===== src/hdl/rvCorePkg.sv =====
/*
 * RV32I core package with word and index types, instruction field codes,
 * datapath select codes and the fetch FSM states
 */
package rvCorePkg;

  typedef logic [31:0] word_t;
  typedef logic [4:0]  regIdx_t;
  typedef logic [11:0] csrAddr_t;
  typedef logic [3:0]  aluOp_t;
  typedef logic [1:0]  wbSel_t;
  typedef logic [2:0]  memExt_t;
  typedef logic [2:0]  immSel_t;

  typedef enum logic [1:0] {FETCH_REQ, FETCH_WAIT, FETCH_HALT} fetchState_t;

  localparam word_t RESET_PC = 32'h80000000;
  localparam word_t MCAUSE_ECALL = 32'd11;

  // major opcodes
  localparam logic [6:0] OP_LUI = 7'b0110111;
  localparam logic [6:0] OP_AUIPC = 7'b0010111;
  localparam logic [6:0] OP_JAL = 7'b1101111;
  localparam logic [6:0] OP_JALR = 7'b1100111;
  localparam logic [6:0] OP_BRANCH = 7'b1100011;
  localparam logic [6:0] OP_LOAD = 7'b0000011;
  localparam logic [6:0] OP_STORE = 7'b0100011;
  localparam logic [6:0] OP_IMM = 7'b0010011;
  localparam logic [6:0] OP_REG = 7'b0110011;
  localparam logic [6:0] OP_MISC_MEM = 7'b0001111;
  localparam logic [6:0] OP_SYSTEM = 7'b1110011;

  localparam aluOp_t ALU_ADD = 4'd0;
  localparam aluOp_t ALU_SUB = 4'd1;
  localparam aluOp_t ALU_SLL = 4'd2;
  localparam aluOp_t ALU_SLT = 4'd3;
  localparam aluOp_t ALU_SLTU = 4'd4;
  localparam aluOp_t ALU_XOR = 4'd5;
  localparam aluOp_t ALU_SRL = 4'd6;
  localparam aluOp_t ALU_SRA = 4'd7;
  localparam aluOp_t ALU_OR = 4'd8;
  localparam aluOp_t ALU_AND = 4'd9;
  localparam aluOp_t ALU_PASSB = 4'd10;

  localparam wbSel_t WB_MEM = 2'd0;
  localparam wbSel_t WB_ALU = 2'd1;
  localparam wbSel_t WB_PC4 = 2'd2;
  localparam wbSel_t WB_CSR = 2'd3;

  // load extension codes
  localparam memExt_t EXT_WORD = 3'd0;
  localparam memExt_t EXT_SB = 3'd1;
  localparam memExt_t EXT_SH = 3'd2;
  localparam memExt_t EXT_UB = 3'd3;
  localparam memExt_t EXT_UH = 3'd4;

  localparam immSel_t IMM_I = 3'd0;
  localparam immSel_t IMM_S = 3'd1;
  localparam immSel_t IMM_B = 3'd2;
  localparam immSel_t IMM_U = 3'd3;
  localparam immSel_t IMM_J = 3'd4;

  // ALU operand B sources
  localparam logic [1:0] BSEL_REG = 2'd0;
  localparam logic [1:0] BSEL_IMM = 2'd1;
  localparam logic [1:0] BSEL_CSR = 2'd2;

  // csr operations match funct3[1:0]
  localparam logic [1:0] CSR_RW = 2'b01;
  localparam logic [1:0] CSR_RS = 2'b10;
  localparam logic [1:0] CSR_RC = 2'b11;

  localparam csrAddr_t CSR_MSTATUS = 12'h300;
  localparam csrAddr_t CSR_MTVEC = 12'h305;
  localparam csrAddr_t CSR_MEPC = 12'h341;
  localparam csrAddr_t CSR_MCAUSE = 12'h342;

endpackage


===== src/hdl/rvAlu.sv =====
/*
 * RV32I ALU with the branch comparator alongside
 */
`timescale 1ns/10ps

module rvAlu (
  input  rvCorePkg::word_t  a,
  input  rvCorePkg::word_t  b,
  input  rvCorePkg::aluOp_t aluOp,
  output rvCorePkg::word_t  aluOut,
  input  rvCorePkg::word_t  brA,
  input  rvCorePkg::word_t  brB,
  input  logic              brUn,
  output logic              brEq,
  output logic              brLt
);
  import rvCorePkg::*;

  logic [4:0] shamt;

  assign shamt = b[4:0];

  always_comb begin
    case (aluOp)
      ALU_ADD: aluOut = a + b;
      ALU_SUB: aluOut = a - b;
      ALU_SLL: aluOut = a << shamt;
      ALU_SLT: aluOut = {31'b0, $signed(a) < $signed(b)};
      ALU_SLTU: aluOut = {31'b0, a < b};
      ALU_XOR: aluOut = a ^ b;
      ALU_SRL: aluOut = a >> shamt;
      ALU_SRA: aluOut = $signed(a) >>> shamt;
      ALU_OR: aluOut = a | b;
      ALU_AND: aluOut = a & b;
      ALU_PASSB: aluOut = b;
      default: aluOut = '0;
    endcase
  end

  // compare on the raw register operands, not the ALU inputs
  assign brEq = (brA == brB);
  assign brLt = brUn ? (brA < brB) : ($signed(brA) < $signed(brB));

endmodule


===== src/hdl/rvCoreTop.sv =====
/*
 * RV32I core top: fetch unit, execute stage and register file
 */
`timescale 1ns/10ps

module rvCoreTop (
  input  logic             clk,
  input  logic             rst,
  output logic             imemReq,
  output rvCorePkg::word_t imemAddr,
  input  logic             imemValid,
  input  rvCorePkg::word_t imemData,
  output logic             dmemRead,
  output logic             dmemWrite,
  output rvCorePkg::word_t dmemAddr,
  output rvCorePkg::word_t dmemWdata,
  output logic [3:0]       dmemWmask,
  input  rvCorePkg::word_t dmemRdata,
  output logic             retire,
  output rvCorePkg::word_t traceDnpc,
  output logic             halted
);
  import rvCorePkg::*;

  word_t   inst, pc, dnpc, regDataWb, regData1, regData2;
  regIdx_t rd, rs1, rs2;
  logic    ifuValid, regWrite, halt;

  rvFetch uFetch (
    .clk(clk), .rst(rst), .imemReq(imemReq), .imemAddr(imemAddr),
    .imemValid(imemValid), .imemData(imemData), .dnpc(dnpc), .halt(halt),
    .ifuValid(ifuValid), .inst(inst), .pc(pc), .halted(halted)
  );

  rvIdExWb uStage (
    .clk(clk), .rst(rst), .ifuValid(ifuValid), .inst(inst), .pc(pc),
    .rd(rd), .rs1(rs1), .rs2(rs2), .regWrite(regWrite), .regDataWb(regDataWb),
    .regData1(regData1), .regData2(regData2), .dmemRead(dmemRead),
    .dmemWrite(dmemWrite), .dmemAddr(dmemAddr), .dmemWdata(dmemWdata),
    .dmemWmask(dmemWmask), .dmemRdata(dmemRdata), .dnpc(dnpc), .halt(halt)
  );

  rvRegFile uRegFile (
    .clk(clk), .rst(rst), .rs1(rs1), .rs2(rs2), .rd(rd), .wen(regWrite),
    .wdata(regDataWb), .rdata1(regData1), .rdata2(regData2)
  );

  // trace outputs for the testbench
  assign retire = ifuValid;
  assign traceDnpc = dnpc;

endmodule


===== src/hdl/rvCsrFile.sv =====
/*
 * machine-mode CSRs with csrrw/csrrs/csrrc and ecall/mret handling
 */
`timescale 1ns/10ps

module rvCsrFile (
  input  logic                clk,
  input  logic                rst,
  input  logic                csrEn,
  input  logic [1:0]          csrOp,
  input  rvCorePkg::csrAddr_t csrId,
  input  rvCorePkg::word_t    src,
  output rvCorePkg::word_t    rdata,
  input  logic                ecall,
  input  logic                mret,
  input  rvCorePkg::word_t    pc,
  output rvCorePkg::word_t    mtvec,
  output rvCorePkg::word_t    mepc
);
  import rvCorePkg::*;

  word_t mstatusQ, mtvecQ, mepcQ, mcauseQ;
  word_t wdata;

  always_comb begin
    case (csrId)
      CSR_MSTATUS: rdata = mstatusQ;
      CSR_MTVEC: rdata = mtvecQ;
      CSR_MEPC: rdata = mepcQ;
      CSR_MCAUSE: rdata = mcauseQ;
      default: rdata = '0;
    endcase
  end

  always_comb begin
    case (csrOp)
      CSR_RW: wdata = src;
      CSR_RS: wdata = rdata | src;
      CSR_RC: wdata = rdata & ~src;
      default: wdata = rdata;
    endcase
  end

  always_ff @(posedge clk) begin
    if (rst) begin
      mstatusQ <= 32'h00001800;
      mtvecQ <= '0;
      mepcQ <= '0;
      mcauseQ <= '0;
    end else if (ecall) begin
      mepcQ <= pc;
      mcauseQ <= MCAUSE_ECALL;
      // MPIE takes MIE, MIE cleared
      mstatusQ[7] <= mstatusQ[3];
      mstatusQ[3] <= 1'b0;
    end else if (mret) begin
      mstatusQ[3] <= mstatusQ[7];
      mstatusQ[7] <= 1'b1;
    end else if (csrEn) begin
      case (csrId)
        CSR_MSTATUS: mstatusQ <= wdata;
        CSR_MTVEC: mtvecQ <= wdata;
        CSR_MEPC: mepcQ <= wdata;
        CSR_MCAUSE: mcauseQ <= wdata;
        default: mcauseQ <= mcauseQ;
      endcase
    end
  end

  assign mtvec = mtvecQ;
  assign mepc = mepcQ;

endmodule


===== src/hdl/rvDecoder.sv =====
/*
 * RV32I decoder: control fields for the single-cycle stage,
 * immediate generation and branch resolution
 */
`timescale 1ns/10ps

module rvDecoder (
  input  rvCorePkg::word_t   inst,
  input  logic               brEq,
  input  logic               brLt,
  output logic               brUn,
  output logic               regWrite,
  output logic               memRead,
  output logic               memWrite,
  output logic [1:0]         memSize,
  output rvCorePkg::memExt_t memExt,
  output rvCorePkg::aluOp_t  aluOp,
  output logic               aluASel,
  output logic [1:0]         aluBSel,
  output rvCorePkg::wbSel_t  wbSel,
  output logic               pcSel,
  output logic               csrEn,
  output logic [1:0]         csrOp,
  output rvCorePkg::word_t   imm,
  output logic               ecall,
  output logic               mret,
  output logic               ebreak
);
  import rvCorePkg::*;

  logic [6:0] opcode;
  logic [2:0] funct3;
  immSel_t    immSel;
  aluOp_t     arithOp;
  logic       takeBranch;

  assign opcode = inst[6:0];
  assign funct3 = inst[14:12];
  assign brUn = funct3[1];

  // inst[30] selects sub only for register ops, sra for both shift forms
  always_comb begin
    case (funct3)
      3'b000: arithOp = (opcode == OP_REG && inst[30]) ? ALU_SUB : ALU_ADD;
      3'b001: arithOp = ALU_SLL;
      3'b010: arithOp = ALU_SLT;
      3'b011: arithOp = ALU_SLTU;
      3'b100: arithOp = ALU_XOR;
      3'b101: arithOp = inst[30] ? ALU_SRA : ALU_SRL;
      3'b110: arithOp = ALU_OR;
      default: arithOp = ALU_AND;
    endcase
  end

  // beq/bne on equality, the rest on less-than
  assign takeBranch = funct3[2] ? (brLt ^ funct3[0]) : (brEq ^ funct3[0]);

  always_comb begin
    regWrite = 1'b0;
    memRead = 1'b0;
    memWrite = 1'b0;
    memSize = funct3[1:0];
    memExt = EXT_WORD;
    aluOp = ALU_ADD;
    aluASel = 1'b0;
    aluBSel = BSEL_IMM;
    wbSel = WB_ALU;
    pcSel = 1'b0;
    csrEn = 1'b0;
    csrOp = funct3[1:0];
    immSel = IMM_I;
    ecall = 1'b0;
    mret = 1'b0;
    ebreak = 1'b0;
    case (opcode)
      OP_LUI: begin
        regWrite = 1'b1;
        aluOp = ALU_PASSB;
        immSel = IMM_U;
      end
      OP_AUIPC: begin
        regWrite = 1'b1;
        aluASel = 1'b1;
        immSel = IMM_U;
      end
      OP_JAL: begin
        regWrite = 1'b1;
        aluASel = 1'b1;
        immSel = IMM_J;
        wbSel = WB_PC4;
        pcSel = 1'b1;
      end
      OP_JALR: begin
        regWrite = 1'b1;
        wbSel = WB_PC4;
        pcSel = 1'b1;
      end
      OP_BRANCH: begin
        aluASel = 1'b1;
        immSel = IMM_B;
        pcSel = takeBranch;
      end
      OP_LOAD: begin
        regWrite = 1'b1;
        memRead = 1'b1;
        wbSel = WB_MEM;
        case (funct3)
          3'b000: memExt = EXT_SB;
          3'b001: memExt = EXT_SH;
          3'b100: memExt = EXT_UB;
          3'b101: memExt = EXT_UH;
          default: memExt = EXT_WORD;
        endcase
      end
      OP_STORE: begin
        memWrite = 1'b1;
        immSel = IMM_S;
      end
      OP_IMM: begin
        regWrite = 1'b1;
        aluOp = arithOp;
      end
      OP_REG: begin
        regWrite = 1'b1;
        aluOp = arithOp;
        aluBSel = BSEL_REG;
      end
      OP_MISC_MEM: begin
        // fence has no effect with a single in-order port
        regWrite = 1'b0;
      end
      OP_SYSTEM: begin
        if (funct3 == 3'b000) begin
          ecall = (inst[31:20] == 12'h000);
          ebreak = (inst[31:20] == 12'h001);
          mret = (inst[31:20] == 12'h302);
        end else if (!funct3[2]) begin
          // old csr value goes through the ALU unchanged
          regWrite = 1'b1;
          csrEn = 1'b1;
          aluOp = ALU_PASSB;
          aluBSel = BSEL_CSR;
          wbSel = WB_CSR;
        end
      end
      default: regWrite = 1'b0;
    endcase
  end

  always_comb begin
    case (immSel)
      IMM_S: imm = {{20{inst[31]}}, inst[31:25], inst[11:7]};
      IMM_B: imm = {{19{inst[31]}}, inst[31], inst[7], inst[30:25], inst[11:8], 1'b0};
      IMM_U: imm = {inst[31:12], 12'b0};
      IMM_J: imm = {{11{inst[31]}}, inst[31], inst[19:12], inst[20], inst[30:21], 1'b0};
      default: imm = {{20{inst[31]}}, inst[31:20]};
    endcase
  end

endmodule


===== src/hdl/rvFetch.sv =====
/*
 * fetch unit with the program counter and a request/wait/halt FSM
 * for a variable-latency instruction port
 */
`timescale 1ns/10ps

module rvFetch (
  input  logic             clk,
  input  logic             rst,
  output logic             imemReq,
  output rvCorePkg::word_t imemAddr,
  input  logic             imemValid,
  input  rvCorePkg::word_t imemData,
  input  rvCorePkg::word_t dnpc,
  input  logic             halt,
  output logic             ifuValid,
  output rvCorePkg::word_t inst,
  output rvCorePkg::word_t pc,
  output logic             halted
);
  import rvCorePkg::*;

  fetchState_t state;
  word_t       pcQ;

  always_ff @(posedge clk) begin
    if (rst) begin
      state <= FETCH_REQ;
      pcQ <= RESET_PC;
    end else begin
      case (state)
        FETCH_REQ: state <= FETCH_WAIT;
        FETCH_WAIT: begin
          if (imemValid) begin
            if (halt) begin
              state <= FETCH_HALT;
            end else begin
              pcQ <= dnpc;
              state <= FETCH_REQ;
            end
          end
        end
        default: state <= FETCH_HALT;
      endcase
    end
  end

  // first request in the first cycle after reset
  assign imemReq = (state == FETCH_REQ) && !rst;
  assign imemAddr = pcQ;
  assign ifuValid = (state == FETCH_WAIT) && imemValid;
  assign inst = imemData;
  assign pc = pcQ;
  assign halted = (state == FETCH_HALT);

  aRespOnlyWaiting: assert property (@(posedge clk) disable iff (rst)
    imemValid |-> state == FETCH_WAIT)
    else $error("instruction response without an outstanding request");

  aAddrStable: assert property (@(posedge clk) disable iff (rst)
    (state == FETCH_WAIT && !imemValid) |=> $stable(imemAddr))
    else $error("fetch address changed while waiting");

endmodule


===== src/hdl/rvIdExWb.sv =====
/*
 * decode, execute, memory access and writeback in the ifuValid cycle,
 * plus next-pc selection for the fetch unit
 */
`timescale 1ns/10ps

module rvIdExWb (
  input  logic               clk,
  input  logic               rst,
  input  logic               ifuValid,
  input  rvCorePkg::word_t   inst,
  input  rvCorePkg::word_t   pc,
  output rvCorePkg::regIdx_t rd,
  output rvCorePkg::regIdx_t rs1,
  output rvCorePkg::regIdx_t rs2,
  output logic               regWrite,
  output rvCorePkg::word_t   regDataWb,
  input  rvCorePkg::word_t   regData1,
  input  rvCorePkg::word_t   regData2,
  output logic               dmemRead,
  output logic               dmemWrite,
  output rvCorePkg::word_t   dmemAddr,
  output rvCorePkg::word_t   dmemWdata,
  output logic [3:0]         dmemWmask,
  input  rvCorePkg::word_t   dmemRdata,
  output rvCorePkg::word_t   dnpc,
  output logic               halt
);
  import rvCorePkg::*;

  word_t   imm, aluA, aluB, aluOut, csrRdata, mtvec, mepc, snpc, target;
  word_t   loadShift, loadData;
  logic    decRegWrite, memRead, memWrite, brUn, brEq, brLt;
  logic    aluASel, pcSel, csrEn, ecall, mret, ebreak;
  logic [1:0] memSize, aluBSel, csrOp;
  memExt_t memExt;
  aluOp_t  aluOp;
  wbSel_t  wbSel;

  assign rd = inst[11:7];
  assign rs1 = inst[19:15];
  assign rs2 = inst[24:20];

  rvDecoder uDecoder (
    .inst(inst), .brEq(brEq), .brLt(brLt), .brUn(brUn),
    .regWrite(decRegWrite), .memRead(memRead), .memWrite(memWrite),
    .memSize(memSize), .memExt(memExt), .aluOp(aluOp), .aluASel(aluASel),
    .aluBSel(aluBSel), .wbSel(wbSel), .pcSel(pcSel), .csrEn(csrEn),
    .csrOp(csrOp), .imm(imm), .ecall(ecall), .mret(mret), .ebreak(ebreak)
  );

  rvCsrFile uCsrFile (
    .clk(clk), .rst(rst), .csrEn(csrEn & ifuValid), .csrOp(csrOp),
    .csrId(inst[31:20]), .src(regData1), .rdata(csrRdata),
    .ecall(ecall & ifuValid), .mret(mret & ifuValid), .pc(pc),
    .mtvec(mtvec), .mepc(mepc)
  );

  assign aluA = aluASel ? pc : regData1;
  assign aluB = (aluBSel == BSEL_REG) ? regData2 :
                (aluBSel == BSEL_CSR) ? csrRdata : imm;

  rvAlu uAlu (
    .a(aluA), .b(aluB), .aluOp(aluOp), .aluOut(aluOut),
    .brA(regData1), .brB(regData2), .brUn(brUn), .brEq(brEq), .brLt(brLt)
  );

  // data port, strobes only live in the ifuValid cycle
  assign dmemAddr = aluOut;
  assign dmemRead = memRead & ifuValid;
  assign dmemWrite = memWrite & ifuValid;
  assign dmemWdata = regData2 << {aluOut[1:0], 3'b000};
  assign dmemWmask = ((memSize == 2'd0) ? 4'b0001 :
                      (memSize == 2'd1) ? 4'b0011 : 4'b1111) << aluOut[1:0];

  // bring the addressed lane down to bit 0 before extending
  assign loadShift = dmemRdata >> {aluOut[1:0], 3'b000};

  always_comb begin
    case (memExt)
      EXT_SB: loadData = {{24{loadShift[7]}}, loadShift[7:0]};
      EXT_SH: loadData = {{16{loadShift[15]}}, loadShift[15:0]};
      EXT_UB: loadData = {24'b0, loadShift[7:0]};
      EXT_UH: loadData = {16'b0, loadShift[15:0]};
      default: loadData = dmemRdata;
    endcase
  end

  assign snpc = pc + 32'd4;

  always_comb begin
    case (wbSel)
      WB_MEM: regDataWb = loadData;
      WB_PC4: regDataWb = snpc;
      WB_CSR: regDataWb = csrRdata;
      default: regDataWb = aluOut;
    endcase
  end

  assign regWrite = decRegWrite & ifuValid;
  assign halt = ebreak & ifuValid;

  // jalr needs bit 0 cleared, the other targets are even already
  assign target = {aluOut[31:1], 1'b0};
  assign dnpc = !ifuValid ? pc :
                mret      ? mepc :
                ecall     ? mtvec :
                pcSel     ? target : snpc;

  aNoLoadStore: assert property (@(posedge clk) disable iff (rst)
    !(dmemRead && dmemWrite))
    else $error("load and store strobes high together");

endmodule


===== src/hdl/rvRegFile.sv =====
/*
 * integer register file, two combinational reads and one write, x0 fixed at zero
 */
`timescale 1ns/10ps

module rvRegFile (
  input  logic               clk,
  input  logic               rst,
  input  rvCorePkg::regIdx_t rs1,
  input  rvCorePkg::regIdx_t rs2,
  input  rvCorePkg::regIdx_t rd,
  input  logic               wen,
  input  rvCorePkg::word_t   wdata,
  output rvCorePkg::word_t   rdata1,
  output rvCorePkg::word_t   rdata2
);
  import rvCorePkg::*;

  // x1..x31 only
  word_t regs [1:31];

  always_ff @(posedge clk) begin
    if (rst) begin
      for (int i = 1; i < 32; i++) begin
        regs[i] <= '0;
      end
    end else if (wen && rd != '0) begin
      regs[rd] <= wdata;
    end
  end

  assign rdata1 = (rs1 == '0) ? '0 : regs[rs1];
  assign rdata2 = (rs2 == '0) ? '0 : regs[rs2];

endmodule


===== config.mk =====
export PLATFORM = sky130hd
export DESIGN_NAME = rvCoreTop
export DESIGN_NICKNAME = d
export VERILOG_FILES = /design/src/hdl/rvCorePkg.sv /design/src/hdl/rvAlu.sv /design/src/hdl/rvCoreTop.sv /design/src/hdl/rvCsrFile.sv /design/src/hdl/rvDecoder.sv /design/src/hdl/rvFetch.sv /design/src/hdl/rvIdExWb.sv /design/src/hdl/rvRegFile.sv
export SDC_FILE = /design/constraint.sdc
export NUM_CORES = 2
export LEC_CHECK = 0
export ABC_CLOCK_PERIOD_IN_PS = 12700
export BUFFER_PORTS_ARGS = -buffer_cell sky130_fd_sc_hd__buf_2
export CAP_MARGIN = 25
export CORE_MARGIN = 3
export CORE_UTILIZATION = 30
export CTS_CLUSTER_DIAMETER = 150
export DETAILED_ROUTE_END_ITERATION = 6
export PLACE_DENSITY = 0.53
export SYNTH_ARGS = -nofsm -noshare
export SYNTH_HDL_FRONTEND = slang
export SYNTH_HIERARCHICAL = 1
export SYNTH_SLANG_ARGS = --single-unit
export TNS_END_PERCENT = 20

===== constraint.sdc =====
create_clock -name clk -period 12.7 [get_ports clk]
set_clock_uncertainty 0.1 [all_clocks]
set_input_delay 2.54 -clock clk [delete_from_list [all_inputs] [get_ports clk]]
set_output_delay 2.54 -clock clk [all_outputs]
set_load 0.02 [all_outputs]

==> impl_metrics.tcl <==
set metrics [dict create \
    grt_max_degree 104 \
    drive_gt1_share_pct 24.7 \
    postSynthCellCount 7241 \
    multi_input_area_um2 42400 \
    fin_util_pct 35.5 \
    synthAdderAreaFrac_pct 2.09 \
    syn_area_um2 79900 \
    relSlewSlack_pct 14.1 \
    clock_sinks 1186 \
    route.detailed.drc 0 \
    crit_type "in -> out" \
    rr_worst_depth 32 \
    hpwl_um 286000 \
    critPathArrivalTime_ps 10010 \
    cts_hold_buf 0 \
    fmax_ghz 0.0791 \
    grtUsageTotal_pct 28.2 \
    io_buffers 203 \
    critPathCaptureType "output port" \
    cts.reportedPaths.clkPinSlew_ps 60 \
    drv_slew 0 \
    period_minus_slack_ps 12650 \
    stdcell_count 11200 \
    synthSimpleGateAreaFrac_pct 16.6 \
    clk_latency_ps 820 \
    rsz0062_at_grt "no" \
    cts_root_buf "clkbuf_16" \
    crit_fanout 44 \
    min_path_type "reg -> reg" \
    overflow 0 \
    design.core.area_um2 264000 \
    yosysWarnings 6 \
    synth.distinct_cells 121 \
    grt_pass1_wl_um 541000 \
    ant_nets 0 \
    holdPathStages 2 \
    final_common_cell "and2_1" \
    critPathLaunchType "input port" \
    status "finished, final reports clean" \
    die-area_um2 273000 \
    routedWlPerCell_um 35.6 \
    tightestPinTransition_ps 1290 \
    power_density_nw_per_um2 132 \
    place_congestion 1.04 \
    synth_compound_gate_area_share_pct 13.4 \
    die_h_um 522 \
    vias 67900 \
    cts-buffers-inserted 135 \
    clock_tree.htree_level_count 4 \
    initial_utilization_pct 30.3 \
    antenna_found_initial 28 \
    final_cell_mix "and2_1 (1047), edfxtp_1 (1024), buf_4 (663)" \
    nets 7783 \
    worst_ep_required_time_ps 10060 \
    num_rows 188 \
    hold_viol 0 \
    fin_setup_tns_ps 0 \
    synth_edf_count 1024 \
    finalSetupViolCount 0 \
    vias_per_cell 6.05 \
    synth-seq-area-share_pct 42.5 \
    grt_pass1_vias 63800 \
    design.portCount 204 \
    setup_ws_ps 49.8 \
    pre_cts_ws_ps 10.0 \
    clockBufferDepth 3 \
    yosys.area_share.xor_xnor_pct 0.677 \
    cts_tree "yes" \
    dr.pass1.iters 6 \
    avgSynthCellArea_um2 11.0 \
    fill_cells 26000 \
    drv_cap 0 \
    placedCellCount 11000 \
    synth.area.mux_share_pct 19.1 \
    leakage_nw 35.3 \
    drt-initial-drc-count 10100 \
    synth_top_family_by_area "multiplexers" \
    syn_to_final_growth_pct 17.2 \
    synthArstFlopShare_pct 0 \
    synth-seq-cells 1186 \
    die_x_um 522 \
    synth_flop_cell "edfxtp_1" \
    routed_wl_um 400000 \
    ir_worst_vdd_uv 140 \
    fin_crit_sh_pct 99.6 \
    seq_area_um2 34000 \
]
==> state kept, by name, indices dropped and copies added, names as in the netlist <==
signal,count
uRegFile/regs,1024
uStage/uCsrFile/mstatusQ,32
uStage/uCsrFile/mcauseQ,32
uFetch/state,2
uFetch/imemAddr,32
uStage/uCsrFile/mepc,32
uStage/uCsrFile/mtvec,32
==> repair_timing <==
| action | in CTS | in global routing |
|---|---|---|
| resized for setup | 1 | 4 |
| endpoints found under the setup margin | 1 | 20 |
| pin swaps | 0 | 0 |
| setup buffers | 0 | 0 |
==> worst paths after layout <==
check                                                start                                        to  slack (ps)
hold / removal    uStage/uCsrFile/mstatusQ[6]$_SDFFE_PP0P_  uStage/uCsrFile/mstatusQ[6]$_SDFFE_PP0P_         350
setup reg to reg        uRegFile/regs[14][5]$_SDFFCE_PN0P_       uRegFile/regs[14][11]$_SDFFCE_PN0P_        4250
hold reg to reg   uStage/uCsrFile/mstatusQ[6]$_SDFFE_PP0P_  uStage/uCsrFile/mstatusQ[6]$_SDFFE_PP0P_         350
setup / recovery                              imemData[17]                             dmemWdata[31]          50
==> metal layers <==
layer | share of wire, % | up-vias | GRT usage [%]
li1 | - | 27900 | -
met1 | 40 | 34700 | 37.8
met2 | 43 | 4473 | 41.7
met3 | 10 | 818 | 6.00
met4 | 7.2 | 8 | 17.0
met5 | 0.014 | - | 0
==> cell families (layout without fill, tap and decap cells) <==
logic type,count (synthesis),in the layout
fa+ha+maj,132,132
flops,1186,1186
simple gates,2354,2354
other cells,1,55
mux,1023,1023
xor+xnor,60,60
buf+inv,937,1356
compound gates,1548,1548
==> layout make-up <==
type / count / area share (%)
multi-input combinational: 5149 / 45.3
sequential: 1186 / 36.3
timing repair buffer: 953 / 8.25
tap: 3515 / 4.70
clock buffer: 169 / 3.79
clock inverter: 75 / 0.997
inverter: 159 / 0.637
antenna: 23 / 0.0615
==> Yosys cell counts, types with 32 or more instances <==
library cell  count  share of area (%)
mux4_2          378                 11
ha_1            130                2.0
mux2i_1         522                6.5
a22o_1           57               0.62
and3_1           45               0.35
or2_2            44               0.34
o211ai_1         47               0.44
nor4_1           53               0.42
and2_1         1048                8.2
inv_1           154               0.72
nor2_1          282                1.3
buf_2           135               0.85
a211oi_1        130                1.2
a22oi_1         161                1.5
mux2_2          110                1.6
xnor2_1          40               0.44
a21oi_1         283                1.8
nand2b_1        102               0.80
o21ai_0         333                2.1
nand4_1          32               0.25
clkbuf_1        458                2.2
a221oi_1         39               0.43
nand2_1         379                1.8
o221ai_1         53               0.58
o22ai_1          59               0.46
edfxtp_1       1024                 38
a31oi_1          44               0.34
dfxtp_1         162                4.1
a21o_1           42               0.39
nor3_1           78               0.49
nand3_1          55               0.34
nor2b_1         104               0.81
buf_4           121                1.1
==> critical path: stages <==
cell and delay (ps):
buf_8 400, nor2b_2 880, buf_4 360, a22oi_1 120, a21oi_1 910, nor4_2 120
clkbuf_4 270, mux2_2 460, inv_1 280, ha_1 360, inv_1 300, a21oi_1 120
o21a_1 180, nor2_1 130, nor2_1 70, o31ai_1 470, o21ai_0 200, nand2_1 100
nand4_1 290, buf_12 270, a211oi_1 700, a21oi_1 160, buf_2 220
==> power breakdown <==
group          switching (W)  total (W)  internal [W]
Combinational        0.00261    0.00390       0.00129
Sequential         0.0000777    0.00444       0.00436
Clock                0.00176    0.00404       0.00228
==> through the flow <==
stage / power, W / cell area (um^2) / hold slack, ps
after detailed placement: 0.00828 / 89000 / 335
after floorplan: 0.00622 / 80000 / 317
after CTS: 0.0123 / 93500 / 345
after global placement: 0.00826 / 88700 / 326
after global routing: 0.0127 / 93600 / 365
final: 0.0124 / 93600 / 346
Power figures use the tool's default switching activity.
